File: config.mk
export PLATFORM = sky130hd
export DESIGN_NAME = fb_addr_decoder
export DESIGN_NICKNAME = d
export VERILOG_FILES = /design/src/rtl/frame_buffer_pkg.sv /design/src/rtl/fb_addr_decoder.sv
export VERILOG_INCLUDE_DIRS = /design/src /design/src/rtl
export SDC_FILE = /design/constraint.sdc
export NUM_CORES = 1
export LEC_CHECK = 0
export ABC_AREA = 1
export BUFFER_PORTS_ARGS = -buffer_cell sky130_fd_sc_hd__buf_4
export CAP_MARGIN = 15
export CORE_AREA = 2 2 39 41
export DETAILED_ROUTE_END_ITERATION = 10
export DIE_AREA = 0 0 41 43
export SKIP_LAST_GASP = 1
export SYNTH_ARGS = -nofsm -noshare
export SYNTH_HDL_FRONTEND = slang
export SYNTH_SLANG_ARGS = --single-unit
File: constraint.sdc
create_clock -name vclk -period 0.8
set_input_delay 0.12 -clock vclk [all_inputs]
set_output_delay 0.12 -clock vclk [all_outputs]
set_load 0.02 [all_outputs]
File: src/rtl/frame_buffer_cfg.svh
`ifndef FRAME_BUFFER_CFG_SVH
`define FRAME_BUFFER_CFG_SVH

////////////////////////////////////////////////////////////
// frame buffer sizing
////////////////////////////////////////////////////////////

// one pixel word
`define FB_DATA_WIDTH   16

// global pixel address, wider than the populated space
// so addresses past the last bank exist
`define FB_ADDR_WIDTH   12

// bank count and words per bank
`define FB_NUM_BANKS    4
`define FB_BANK_DEPTH   256

// bank-local address, log2 of the depth
`define FB_LOCAL_WIDTH  $clog2(`FB_BANK_DEPTH)

`endif
File: src/rtl/frame_buffer_pkg.sv
`include "frame_buffer_cfg.svh"

package frame_buffer_pkg;

    ////////////////////////////////////////////////////////////
    // scalar types
    ////////////////////////////////////////////////////////////

    // global pixel address
    typedef logic [`FB_ADDR_WIDTH-1:0] fb_addr_t;

    // address inside one bank
    typedef logic [`FB_LOCAL_WIDTH-1:0] fb_local_addr_t;

    // one pixel word
    typedef logic [`FB_DATA_WIDTH-1:0] fb_data_t;

    // one-hot bank select, all zero when out of range
    typedef logic [`FB_NUM_BANKS-1:0] fb_bank_sel_t;

    // read words of every bank, index = bank number
    typedef fb_data_t [`FB_NUM_BANKS-1:0] fb_bank_data_t;

    ////////////////////////////////////////////////////////////
    // port bundles
    ////////////////////////////////////////////////////////////

    // write port as seen at the top level
    typedef struct packed {
        logic     wr;
        fb_addr_t addr;
        fb_data_t data;
    } fb_wr_req_t;

    // one decoded port
    typedef struct packed {
        fb_bank_sel_t   sel;
        fb_local_addr_t local_addr;
    } fb_bank_req_t;

endpackage

File: src/rtl/fb_addr_decoder.sv
`timescale 1ns/1ns
`include "frame_buffer_cfg.svh"

// global address to bank select plus bank-local address
// purely combinational
module fb_addr_decoder (
    input  frame_buffer_pkg::fb_addr_t     addr_i,
    output frame_buffer_pkg::fb_bank_req_t req_o
);

    // bank size, 32 bits so the range math never wraps
    localparam logic [31:0] DEPTH = 32'(`FB_BANK_DEPTH);

    // zero-extended copy of the address
    logic [31:0] addr_ext;
    // start of the bank under test in the loop
    logic [31:0] base;
    // distance from that start
    logic [31:0] offset;

    assign addr_ext = 32'(addr_i);

    always_comb begin
        // default: no bank, local address parked at zero
        req_o  = '0;
        base   = '0;
        offset = '0;
        for (int k = 0; k < `FB_NUM_BANKS; k++) begin
            base = 32'(k) * DEPTH;
            // bank k owns [k*depth, (k+1)*depth)
            if ((addr_ext >= base) && (addr_ext < (base + DEPTH))) begin
                req_o.sel[k]     = 1'b1;
                offset           = addr_ext - base;
                req_o.local_addr = offset[`FB_LOCAL_WIDTH-1:0];
            end
        end
    end

    // past the last bank the loop never matches,
    // sel stays all zero so writes drop and reads return zero

endmodule

==> results.cfg, run 1 <==
[sta]
fmax_mhz = 1320
tightest_slew_ns = 0.126
slew_headroom_pct = 91.6
setup_slack_ns = 0.0430
slew_viol_final = 0
post-route-period-util_pct = 94.6
min_period_ns = 0.757
rsz0062_at_grt = no
setup_viol = 0
hold_violations = 0

[floorplanning]
fp.dieW_um = 41
start_util_pct = 11.0
die_area_um2 = 1760
core_um2 = 1380
row_count = 14
dieHeight_um = 43
ioPinCount = 24

[worst_setup_path]
worst_path_largest_cell_delay_ns = 0.14
path_class = primary input to output pin
crit_required_ns = 0.68
crit_path_frequent_cell = buf_4
critPathLaunchType = primary input
cp_cell_sequence = buf_4 -> inv_4 -> nand2_4 -> nor2_1 -> buf_4
cp-end-kind = output pin
critPathSlowestCell = buf_4
critPathCapture = req_o[8]
crit_start = addr_i[10]
cp_max_fo = 6
critPathArrivalTime_ns = 0.64

[placed_design]
dpl_cell_area_um2 = 342
io_buffers = 24
dp.cells = 69
gp_congestion = 0.480
dp_hpwl_um = 417
pre_cts_ws_ns = -0.117

[yosys]
synth_top_family_by_area = simple AND/OR/NAND/NOR gates
synthAdderAreaFrac_pct = 0
syn_inst = 30
syn_avg_cell_area_um2 = 5.09
synth_compound_area_share_pct = 0
syn_nets = 42
synth_top_area_share_pct = 36.9
yosysTopAreaCell = nor2_2
ys_types = 7
synthSimpleGateAreaFrac_pct = 63.1
yosys.area_share.xor_xnor_pct = 0
ys_seq_area_share_pct = 0
netlist_area_um2 = 153
yosys_warnings = 0
synth_area_leaders = nor2_2 37%, inv_1 30%, nand2_1 9.8%
synthMuxAreaShare_pct = 0

[final_layout]
layout.area.seq_um2 = 0
utilization_pct = 26.2
area_growth_pct = 138
clock_buffers = 0
final_cells = 70
fin_area_um2 = 363
diodes = 0
drive_gt1_share_pct = 70.4
seq_cell_count = 0
layout.nets = 68

[clocking]
postCtsSetupBuffers = 0
hold_buffers = 0

[pwr]
power_density_nw_per_um2 = 473
ir_drop_v = 0.0000782
total_leakage_power_uw = 0.000228

[grt]
grt_pass1_wl_um = 690
antenna_found_initial = 0
use_met3_pct = 0
top_usage_layer = met2
grt_pass1_vias = 201
use_met2_pct = 10.9
track_usage_pct = 5.00
grt_overflow = 0
use_met1_pct = 4.75
grt_max_degree = 7

[detailed_routing]
totalWireLength_um = 484
route.detailed.drc = 0
ant_nets = 0
vias = 242
wl_per_cell_um = 6.91
drt_iter0_drc = 3
dr.pass1.iters = 3
vias_per_cell = 3.46

[min_path]
hold_path_class = primary input to output pin

[run_status]
outcome = finished, final reports clean

[flow_run]
drv_cap = 0
==> what timing repair did <==
item | in CTS | in global routing
cloned | 1 | 0
resized for setup | 4 | 2
pin swaps | 1 | 0
setup endpoints to repair | 12 | 1
==> critical path, delay by kind of cell <==
family | cells | cell delay (ns)
and+or+nand+nor | 2 | 0.19
buffers and inverters | 3 | 0.33
==> worst min path at each step <==
stage | start | endpoint | slack (ns) | depth (start not counted)
6_report | addr_i[7] | req_o[7] | 0.56 | 4
3_3_place_gp | addr_i[7] | req_o[7] | 0.56 | 4
5_1_grt | addr_i[7] | req_o[7] | 0.58 | 4
3_5_place_dp | addr_i[7] | req_o[7] | 0.57 | 4
2_1_floorplan | addr_i[0] | req_o[0] | 0.35 | 2
4_1_cts | addr_i[7] | req_o[7] | 0.57 | 4
==> Yosys cell counts <==
cell type,number
nand2_1,4
inv_1,12
nor2_1,2
nand2_2,1
nor2_2,9
buf_6,1
nor2_4,1
==> cells by family (layout without fill, tap and decap cells) <==
| kind of cell | after synthesis | after routing |
|---|---|---|
| AND/OR/NAND/NOR | 17 | 18 |
| buffers and inverters | 13 | 36 |
==> report_power, final <==
part           switching, uW  internal [uW]
Combinational           88.9           82.7
Clock                      0              0
Sequential                 0              0
Total                   88.9           82.7
==> metal layers <==
metal  vias up  part of all wire [%]  wire [um]
met5         -                     0          0
met4         0                     0          0
met3         0                    15         73
met2        10                    61        295
met1       106                    24        115
li1        126                     -          -
==> layout by cell type, fill, tap and decap left out <==
master and instances:
nand2_1 4, nor2_4 1, buf_4 24, inv_1 10
nor2_2 9, nor2_1 2, inv_4 2, nand2_4 2
==> stage by stage <==
stage,hold slack [ns],TNS (ns),total power [uW]
global route,0.579,0,186
finish,0.564,0,172
detailed placement,0.565,-1.05,159
floorplan,0.346,0,82.0
CTS,0.566,0,171
global placement,0.564,-0.983,158
==> final cells by class <==
cell class | count | area (um2)
fill | 167 | 1020
timing repair buffer | 24 | 180
multi-input combinational | 18 | 113
inverter | 12 | 50.0
tap | 16 | 20.0
Power figures use the tool's default switching activity.
==> inputs of run 2 (changes only) <==
RECOVER_POWER = 50   (was unset)
==> run 2 against run 1 <==
Against the previous run: final area shrank 3.4%; setup slack lost 0.0058 ns; worst hold slack lost 0.0029 ns; combinational power shrank 3%; critical path depth is the same; non-clock buffer count is the same; wire length is the same; maximum frequency shrank 0.76%; clock-buffer cell count is the same; largest power group unchanged.
==> results.cfg, run 2 (synthesis results as in run 1) <==
[final_layout]
area_growth_pct = 130
fillers = 169
final_cell_mix = 19 x buf_4, 10 x inv_1, 9 x nor2_2
layout.nets = 68
layout_commonest_cell = buf_4
diodes = 0
clock_buffers = 0
fin_area_um2 = 350
drive_gt1_share_pct = 70.4
layout.area.seq_um2 = 0
seq_cell_count = 0
utilization_pct = 25.3

[detailed_routing]
dr.pass1.iters = 3
ant_nets = 0
vias_per_cell = 3.46
vias = 242
route.detailed.drc = 0
totalWireLength_um = 484
wl_per_cell_um = 6.91
drt_iter0_drc = 3

[floorplanning]
dieHeight_um = 43
row_count = 14
ioPinCount = 24
core_um2 = 1380
die_area_um2 = 1760
start_util_pct = 11.0
fp.dieW_um = 41

[sta]
slew_headroom_pct = 91.6
min_period_ns = 0.763
setup_viol = 0
rsz0062_at_grt = no
hold_violations = 0
setup_slack_ns = 0.0372
fin_hold_ws_ns = 0.561
tightest_slew_ns = 0.126
post-route-period-util_pct = 95.4
slew_viol_final = 0
fmax_mhz = 1310

[flow_run]
drv_cap = 0

[worst_setup_path]
worst_path_largest_cell_delay_ns = 0.16
path_buf_inv = 3
cp_max_fo = 6
cp-end-kind = output pin
critPathSlowestCell = clkbuf_2
crit_required_ns = 0.68
path_class = primary input to output pin
cp_cell_sequence = buf_4 -> inv_4 -> nand2_4 -> nor2_2 -> clkbuf_2
crit_family = buffers and inverters
critPathLaunchType = primary input
critPathArrivalTime_ns = 0.64

[min_path]
hold_path_class = primary input to output pin
hold-path-endpoint = req_o[7]
min_path_cells = 4
min_from = addr_i[7]

[grt]
grt_max_degree = 7
grt_overflow = 0
grt_pass1_wl_um = 690
grt_pass1_vias = 201
track_usage_pct = 5.00
antenna_found_initial = 0

[pwr]
finalPower_uw = 166
total_leakage_power_uw = 0.000224
ir_drop_v = 0.0000778
power_density_nw_per_um2 = 473

[placed_design]
dpl_cell_area_um2 = 342
gp_congestion = 0.480
io_buffers = 24
dp_hpwl_um = 417
pre_cts_ws_ns = -0.117

[run_status]
outcome = finished, final reports clean

[clocking]
hold_buffers = 0
postCtsSetupBuffers = 0
[run 2: layer usage]
metal  wire, um  vias up  track usage [%]
met2        293       10             10.9
met5          0        -                0
met4          0        0                0
met3         73        0                0
li1           -      126                -
met1        116      106             4.75
[run 2: cell type report]
class | count | area, um2 | share of cell area [%]
tap | 16 | 20.0 | 5.71
timing repair buffer | 24 | 168 | 47.9
inverter | 12 | 50.0 | 14.3
multi-input combinational | 18 | 113 | 32.1
[run 2: how the worst max path moves through the flow]
stage / startpoint / end / slack, ns / depth (start not counted)
2_1_floorplan: addr_i[11] / req_o[0] / 0.11 / 4
6_report: addr_i[10] / req_o[3] / 0.04 / 5
5_1_grt: addr_i[10] / req_o[5] / 0.01 / 5
4_1_cts: addr_i[10] / req_o[8] / 0.007 / 5
3_3_place_gp: addr_i[11] / req_o[8] / -0.10 / 5
3_5_place_dp: addr_i[11] / req_o[8] / -0.12 / 5
[run 2: what timing repair did]
item,CTS,global route
setup endpoints to repair,12,1
resized for setup,4,2
cloned,1,0
pin swaps,1,0
[run 2: power breakdown]
group	switching (uW)	total [uW]	internal, uW
clock network	0	0	0
logic	88.7	166	77.1
registers	0	0	0
total	88.7	166	77.1
[run 2: stage by stage]
step / TNS, ns / instances
CTS: 0 / 70
floorplan: 0 / 30
global route: 0 / 70
global placement: -0.983 / 69
finish: 0 / 70
detailed placement: -1.05 / 69
