**src/rtl/frame_buffer_cfg.svh**
```systemverilog
`ifndef FRAME_BUFFER_CFG_SVH
`define FRAME_BUFFER_CFG_SVH

////////////////////////////////////////////////////////////
// frame buffer sizing
////////////////////////////////////////////////////////////

// one pixel word
`define FB_DATA_WIDTH   16

// global pixel address, wider than the populated space
// so addresses past the last bank exist
`define FB_ADDR_WIDTH   12

// bank count and words per bank
`define FB_NUM_BANKS    4
`define FB_BANK_DEPTH   256

// bank-local address, log2 of the depth
`define FB_LOCAL_WIDTH  $clog2(`FB_BANK_DEPTH)

`endif
```
**src/rtl/frame_buffer_pkg.sv**
```systemverilog
`include "frame_buffer_cfg.svh"

package frame_buffer_pkg;

    ////////////////////////////////////////////////////////////
    // scalar types
    ////////////////////////////////////////////////////////////

    // global pixel address
    typedef logic [`FB_ADDR_WIDTH-1:0] fb_addr_t;

    // address inside one bank
    typedef logic [`FB_LOCAL_WIDTH-1:0] fb_local_addr_t;

    // one pixel word
    typedef logic [`FB_DATA_WIDTH-1:0] fb_data_t;

    // one-hot bank select, all zero when out of range
    typedef logic [`FB_NUM_BANKS-1:0] fb_bank_sel_t;

    // read words of every bank, index = bank number
    typedef fb_data_t [`FB_NUM_BANKS-1:0] fb_bank_data_t;

    ////////////////////////////////////////////////////////////
    // port bundles
    ////////////////////////////////////////////////////////////

    // write port as seen at the top level
    typedef struct packed {
        logic     wr;
        fb_addr_t addr;
        fb_data_t data;
    } fb_wr_req_t;

    // one decoded port
    typedef struct packed {
        fb_bank_sel_t   sel;
        fb_local_addr_t local_addr;
    } fb_bank_req_t;

endpackage

```
**src/rtl/fb_read_mux.sv**
```systemverilog
`timescale 1ns/1ns
`include "frame_buffer_cfg.svh"

// picks one bank word for a read port
// select registered alongside the bank data, so both line up
module fb_read_mux (
    input  logic                            clk_i,
    input  logic                            resetn_i,

    // select of the address presented this cycle
    input  frame_buffer_pkg::fb_bank_sel_t  sel_i,
    // bank words for the address of the previous cycle
    input  frame_buffer_pkg::fb_bank_data_t bank_data_i,

    output frame_buffer_pkg::fb_data_t      data_o
);

    ////////////////////////////////////////////////////////////
    // select register
    ////////////////////////////////////////////////////////////

    // which bank was addressed one cycle ago
    frame_buffer_pkg::fb_bank_sel_t sel_q;

    always_ff @(posedge clk_i) begin
        if (!resetn_i) begin
            sel_q <= '0;
        end else begin
            sel_q <= sel_i;
        end
    end

    ////////////////////////////////////////////////////////////
    // or-mux
    ////////////////////////////////////////////////////////////

    // select is one-hot or zero, so the or gives
    // the addressed word, or zero when out of range
    always_comb begin
        data_o = '0;
        for (int k = 0; k < `FB_NUM_BANKS; k++) begin
            if (sel_q[k]) begin
                data_o = data_o | bank_data_i[k];
            end
        end
    end

endmodule

```
**config.mk**
```make
export PLATFORM = sky130hd
export DESIGN_NAME = fb_read_mux
export DESIGN_NICKNAME = d
export VERILOG_FILES = /design/src/rtl/frame_buffer_pkg.sv /design/src/rtl/fb_read_mux.sv
export VERILOG_INCLUDE_DIRS = /design/src /design/src/rtl
export SDC_FILE = /design/constraint.sdc
export NUM_CORES = 1
export LEC_CHECK = 0
export BUFFER_PORTS_ARGS = -buffer_cell sky130_fd_sc_hd__buf_2
export CAP_MARGIN = 15
export CORE_ASPECT_RATIO = 1.1
export CORE_MARGIN = 10
export CORE_UTILIZATION = 28
export CTS_CLUSTER_SIZE = 24
export DETAILED_ROUTE_END_ITERATION = 10
export PLACE_DENSITY = 0.79
export RECOVER_POWER = 50
export SLEW_MARGIN = 20
export SYNTH_ARGS = -nofsm -noshare
export SYNTH_HDL_FRONTEND = slang
export SYNTH_SLANG_ARGS = --single-unit
```
**constraint.sdc**
```tcl
create_clock -name clk_i -period 0.9 [get_ports clk_i]
set_input_delay 0.045 -clock clk_i [delete_from_list [all_inputs] [get_ports clk_i]]
set_output_delay 0.045 -clock clk_i [all_outputs]
set_load 0.03 [all_outputs]
```
==> impl_metrics.toml, run 1 <==
[run_status]
status = "finished, violations left"
violations = "setup timing"

[logic_synthesis]
yosysMostFrequentCell = "a22oi_1"
syn-num-nets = 134
synth_top_area_share_pct = 27.03
synth-edff-count = 0
yosysTopAreaCell = "a22oi_1"
synth_ff_type = "dfxtp_1"
ys_seq_area_share_pct = 14.41
netlist_area_um2 = 555.5
postSynthAreaPerCell_um2 = 8.680
yosys_warnings = 0
yosys-top-cells-area = "a22oi_1 27%, a22oi_2 27%, buf_6 16%"
syn-instance-count = 64
synth_common_cells = "20 x a22oi_1, 16 x nand2_1, 12 x a22oi_2, 8 x buf_6"
ys_ff_latch = 4
ys_types = 6
async_flop_share_pct = 0

[cts]
cts_max_level = 1
cts_setup_buffers = 0
hold_buffers = 0
cts_sinks = 4
path_clk_slew_ns = 0.04
clockRootBuffer = "clkbuf_4"
tritoncts = "yes"
cts_made_buffers = 3
clockBufferDepth = 2

[placement]
hpwl_um = 2775
gp_congestion = 0.7617
io_buffers = 85

[min_path]
hp-class = "in -> reg"

[pwr]
max-vdd-ir-drop_mv = 0.7456
pwr-share-seq_pct = 16.3
p_comb_share_pct = 65.9
p_int_mw = 0.7441
leakage_nw = 0.6338
power_switching_mw = 0.4937
p_per_area_mw_per_mm2 = 940.3
p_clk_share_pct = 17.9
sw_frac_of_total_pct = 39.89

[route]
wl_met3_um = 447
wl_met1_um = 1484
drt_wl_total_um = 3593
firstDrtPassIters = 4
ant_nets = 0
avgRoutedWirePerCell_um = 19.74
top_layer = "met4"
vias = 933
drc = 0
drtIter0Drc = 32
via_per_inst = 5.126
wl_met2_um = 1639

[critical_path]
cp.arrival_ns = 1.14
crit_path_end_kind = "primary output"
critical_path_class = "reg -> out"
critical_path.max_fanout = 6
cp_data_required_time_ns = 0.85
worst_setup_path_start_kind = "flop"

[floorplan]
io_pins = 86
dieArea_mm2 = 0.004168
core_mm2 = 0.001842
rows = 16
start_util_pct = 30.16
die_x_um = 62.47
die_y_um = 66.72

[timing]
final_hold_viol_count = 0
finalCritPeriodShare_pct = 131.5
setup_viol = 16
whs_ns = 0.01644
slew_viol_final = 0
setup_ws_ns = -0.2836
relSlewSlack_pct = 87.37
period_needed_ns = 1.184
tightest_slew_ns = 0.1894
finalSetupTns_ns = -4.145
rsz0062_at_grt = "yes"
clock.fmax_mhz = 844.9

[flow_run]
cap_viol_max_count = 0

[finish]
top_register = "sel_q"
top_regs = "sel_q: 4 flops"
largest_reg_flops = 4
final_layout_size_suffix_gt1_share_pct = 91.61
area_growth_pct = 136.9
antennaDiodeCount = 0
n_fill_cell = 141
fin_nets = 227

[global_routing]
track_usage_pct = 16.03
grt_max_degree = 13
overflow = 0
antenna_found_initial = 0
grt_pass1_wl_um = 5354
first_global_vias = 1018
routing by layer:
layer  vias to the layer above  track usage (%)
met2                        85            27.31
li1                        430                -
met1                       414            18.08
met3                         4            7.358
met5                         -                0
met4                         0            3.352
path summary, 6_finish.rpt:
check             cells after the start  startpoint          to  slack, ns
setup / recovery                      4    sel_q[2]  data_o[13]      -0.28
hold / removal                        2    sel_i[3]    sel_q[3]       0.02
placed cells by master, fill, tap and decap left out:
cell type  count
clkbuf_16      1
buf_2         67
dfxtp_4        1
a22oi_1        1
nand2_1        5
clkbuf_4       3
dfxtp_1        1
buf_6         24
buf_4          1
a22oi_2       31
and2_1         4
dfxtp_2        2
buf_12         1
clkbuf_1       2
nand2_2       11
cell families (layout without fill, tap and decap cells):
kind of cell,count (synthesis),count (layout),synth area share [%]
AOI/OAI and AO/OA,32,32,54.05
and+or+nand+nor,20,20,15.32
buffers and inverters,8,99,16.22
DFF,4,4,14.41
critical path, cell delays in order, from the launching register on:
cell and delay [ns]:
dfxtp_4 0.36, clkbuf_16 0.16, a22oi_2 0.18, nand2_2 0.07, buf_6 0.14
area by class of cell:
class | count | area, µm² | share of cell area, %
multi-input cells | 52 | 508.0 | 38.59
clock buffers | 3 | 22.52 | 1.711
well taps | 27 | 33.78 | 2.567
flip-flops and latches | 4 | 86.33 | 6.559
repair buffers | 96 | 665.6 | 50.57
timing repair:
action                     4_1_cts  5_1_grt
setup endpoints to repair       16       16
pin swaps                        4        9
gates cloned                     0        1
resized for setup               53        5
per-stage QoR:
| step | instances | area (µm²) | utilization, % | setup slack [ns] | power [mW] |
|---|---|---|---|---|---|
| after floorplan | 64 | 608.1 | - | -0.02195 | 0.5724 |
| after global placement | 178 | 1065 | 57.81 | -0.07430 | 0.8250 |
| after detailed placement | 178 | 1065 | 57.81 | -0.09923 | 0.8401 |
| after CTS | 181 | 1274 | 69.16 | -0.2846 | 1.223 |
| after global routing | 182 | 1316 | 71.47 | -0.3185 | 1.295 |
| final | 182 | 1316 | 71.47 | -0.2836 | 1.238 |
power groups by stage:
stage | sequential [mW] | clock [mW] | combinational [mW]
floorplan | 0.194 | 0 | 0.378
global placement | 0.199 | 0 | 0.626
detailed placement | 0.199 | 0 | 0.641
CTS | 0.201 | 0.231 | 0.791
global route | 0.203 | 0.230 | 0.862
finish | 0.201 | 0.221 | 0.815
(Power assumes the default switching activity.)
==> run 2: changes to the inputs <==
--- a/config.mk
+++ b/config.mk
@@ -13,6 +13,7 @@
 export CORE_UTILIZATION = 28
 export CTS_CLUSTER_SIZE = 24
 export DETAILED_ROUTE_END_ITERATION = 10
+export GPL_TIMING_DRIVEN = 0
 export PLACE_DENSITY = 0.79
 export RECOVER_POWER = 50
 export SLEW_MARGIN = 20
==> run 2 against run 1 <==
Highest routed layer is now met3. Worst setup slack got worse by 0.089 ns. Sequential power barely moved. Wire length fell by 0.33%. Utilization fell by 0.14 points. The run still ends with setup timing left. Sequential cell count did not move. Non-clock buffer count did not move. Largest power group unchanged. Via count rose by 1.7%. Critical path depth rose by 1. First-iteration DRC count rose by 44%. Maximum frequency fell by 7.0%. Count of clock-buffer cells in the layout did not move. Largest cell class unchanged.
==> impl_metrics.toml, run 2 (same netlist as run 1, synthesis figures left out) <==
[timing]
finalCritPeriodShare_pct = 141.4
clock.fmax_mhz = 785.7
final_hold_viol_count = 0
period_needed_ns = 1.273
finalSetupTns_ns = -4.781
rsz0062_at_grt = "yes"
tightest_slew_ns = 0.2126
slew_viol_final = 0
relSlewSlack_pct = 85.83
setup_ws_ns = -0.3728
setup_viol = 16

[route]
avgRoutedWirePerCell_um = 19.68
firstDrtPassIters = 4
top_layer = "met3"
vias = 949
drc = 0
wl_met1_um = 1486
via_per_inst = 5.214
wl_met3_um = 473
drtIter0Drc = 46
drt_wl_total_um = 3581
wl_met2_um = 1620
ant_nets = 0

[min_path]
hold_path_startpoint = "sel_i[0]"
hp-class = "in -> reg"
hold_depth = 2
holdPathEnd = "sel_q[0]"

[cts]
tritoncts = "yes"
clockRootBuffer = "clkbuf_4"
cts_max_level = 1
cts_made_buffers = 3
clockBufferDepth = 2
hold_buffers = 0
path_clk_slew_ns = 0.04
cts_sinks = 4

[placement]
io_buffers = 85
place_area_mm2 = 0.001067
gp_congestion = 0.6762
pre_cts_ws_ns = -0.1353
hpwl_um = 2621

[finish]
final_layout_size_suffix_gt1_share_pct = 87.74
layout_common_cells = "68 x buf_2, 26 x a22oi_2, 19 x buf_6"
layout_commonest_cell = "buf_2"
top_register = "sel_q"
fin_nets = 227
area_growth_pct = 136.5
antennaDiodeCount = 0
post-route-cell-area_mm2 = 0.001314
largest_reg_flops = 4
top_regs = "sel_q: 4 flops"
n_fill_cell = 135

[floorplan]
rows = 16
die_y_um = 66.72
dieArea_mm2 = 0.004168
io_pins = 86
die_x_um = 62.47
start_util_pct = 30.16
core_mm2 = 0.001842

[critical_path]
worst_setup_path_start_kind = "flop"
cp.arrival_ns = 1.23
crit_path_end_kind = "primary output"
cp_data_required_time_ns = 0.85
critical_path.max_fanout = 8
critical_path_class = "reg -> out"
startpoint = "sel_q[0]"

[run_status]
violations = "setup timing"
status = "finished, violations left"

[global_routing]
antenna_found_initial = 0
first_global_vias = 1057
grt_max_degree = 11
track_usage_pct = 15.95
overflow = 0
grt_pass1_wl_um = 5430

[pwr]
p_int_mw = 0.7458
pwr-share-seq_pct = 16.1
sw_frac_of_total_pct = 39.46
leakage_nw = 0.6429
p_total_mw = 1.232
p_per_area_mw_per_mm2 = 937.6
p_comb_share_pct = 66.5
max-vdd-ir-drop_mv = 0.7173
p_clk_share_pct = 17.4
power_switching_mw = 0.4860

[flow_run]
cap_viol_max_count = 0
==> run 2: cell counts in the layout (fill, tap and decap cells not counted) <==
No cell type changed its count.
==> run 2: routing by layer <==
layer / global-route usage (%) / up-vias
li1: - / 432
met4: 4.190 / 0
met1: 17.12 / 435
met5: 0 / -
met2: 28.21 / 82
met3: 7.023 / 0
==> run 2: worst max path at each step <==
stage	cells after the start	slack, ns	to
floorplan	4	-0.02	data_o[10]
global placement	5	-0.12	data_o[9]
detailed placement	5	-0.14	data_o[5]
CTS	5	-0.37	data_o[5]
global route	5	-0.41	data_o[7]
finish	5	-0.37	data_o[7]
==> run 2: power groups by stage <==
| stage | combinational [mW] | sequential, mW | clock (mW) |
|---|---|---|---|
| 6_report | 0.819 | 0.199 | 0.214 |
| 2_1_floorplan | 0.378 | 0.194 | 0 |
| 3_5_place_dp | 0.644 | 0.195 | 0 |
| 3_3_place_gp | 0.631 | 0.194 | 0 |
| 5_1_grt | 0.864 | 0.200 | 0.224 |
| 4_1_cts | 0.782 | 0.192 | 0.226 |
==> run 2: worst max-delay path: stages, from the launching register on <==
cell,delay [ns]
dfxtp_1,0.30
buf_6,0.14
buf_12,0.13
a22oi_2,0.20
nand2_2,0.08
buf_6,0.14
==> run 2: area by class of cell <==
| class | instances | area (µm²) | area share [%] |
|---|---|---|---|
| Buffer | 7 | 105.1 | 8.000 |
| Multi-Input combinational cell | 52 | 483.0 | 36.76 |
| Timing Repair Buffer | 89 | 585.6 | 44.57 |
| Sequential cell | 4 | 83.83 | 6.381 |
| Clock buffer | 3 | 22.52 | 1.714 |
| Tap cell | 27 | 33.78 | 2.571 |
==> run 2: what timing repair did <==
item,in CTS,in global routing
resized for setup,42,7
pin swaps,4,17
setup buffers,2,0
endpoints found under the setup margin,16,16
gates cloned,0,2
endpoints found under the hold margin,0,0
==> run 2: metrics by stage <==
step,hold WS (ns),instances,utilization [%]
floorplan,0.1667,64,-
global placement,0.2493,176,57.95
detailed placement,0.2520,176,57.95
CTS,0.009568,181,68.21
global route,0.02319,182,71.33
finish,0.01847,182,71.33
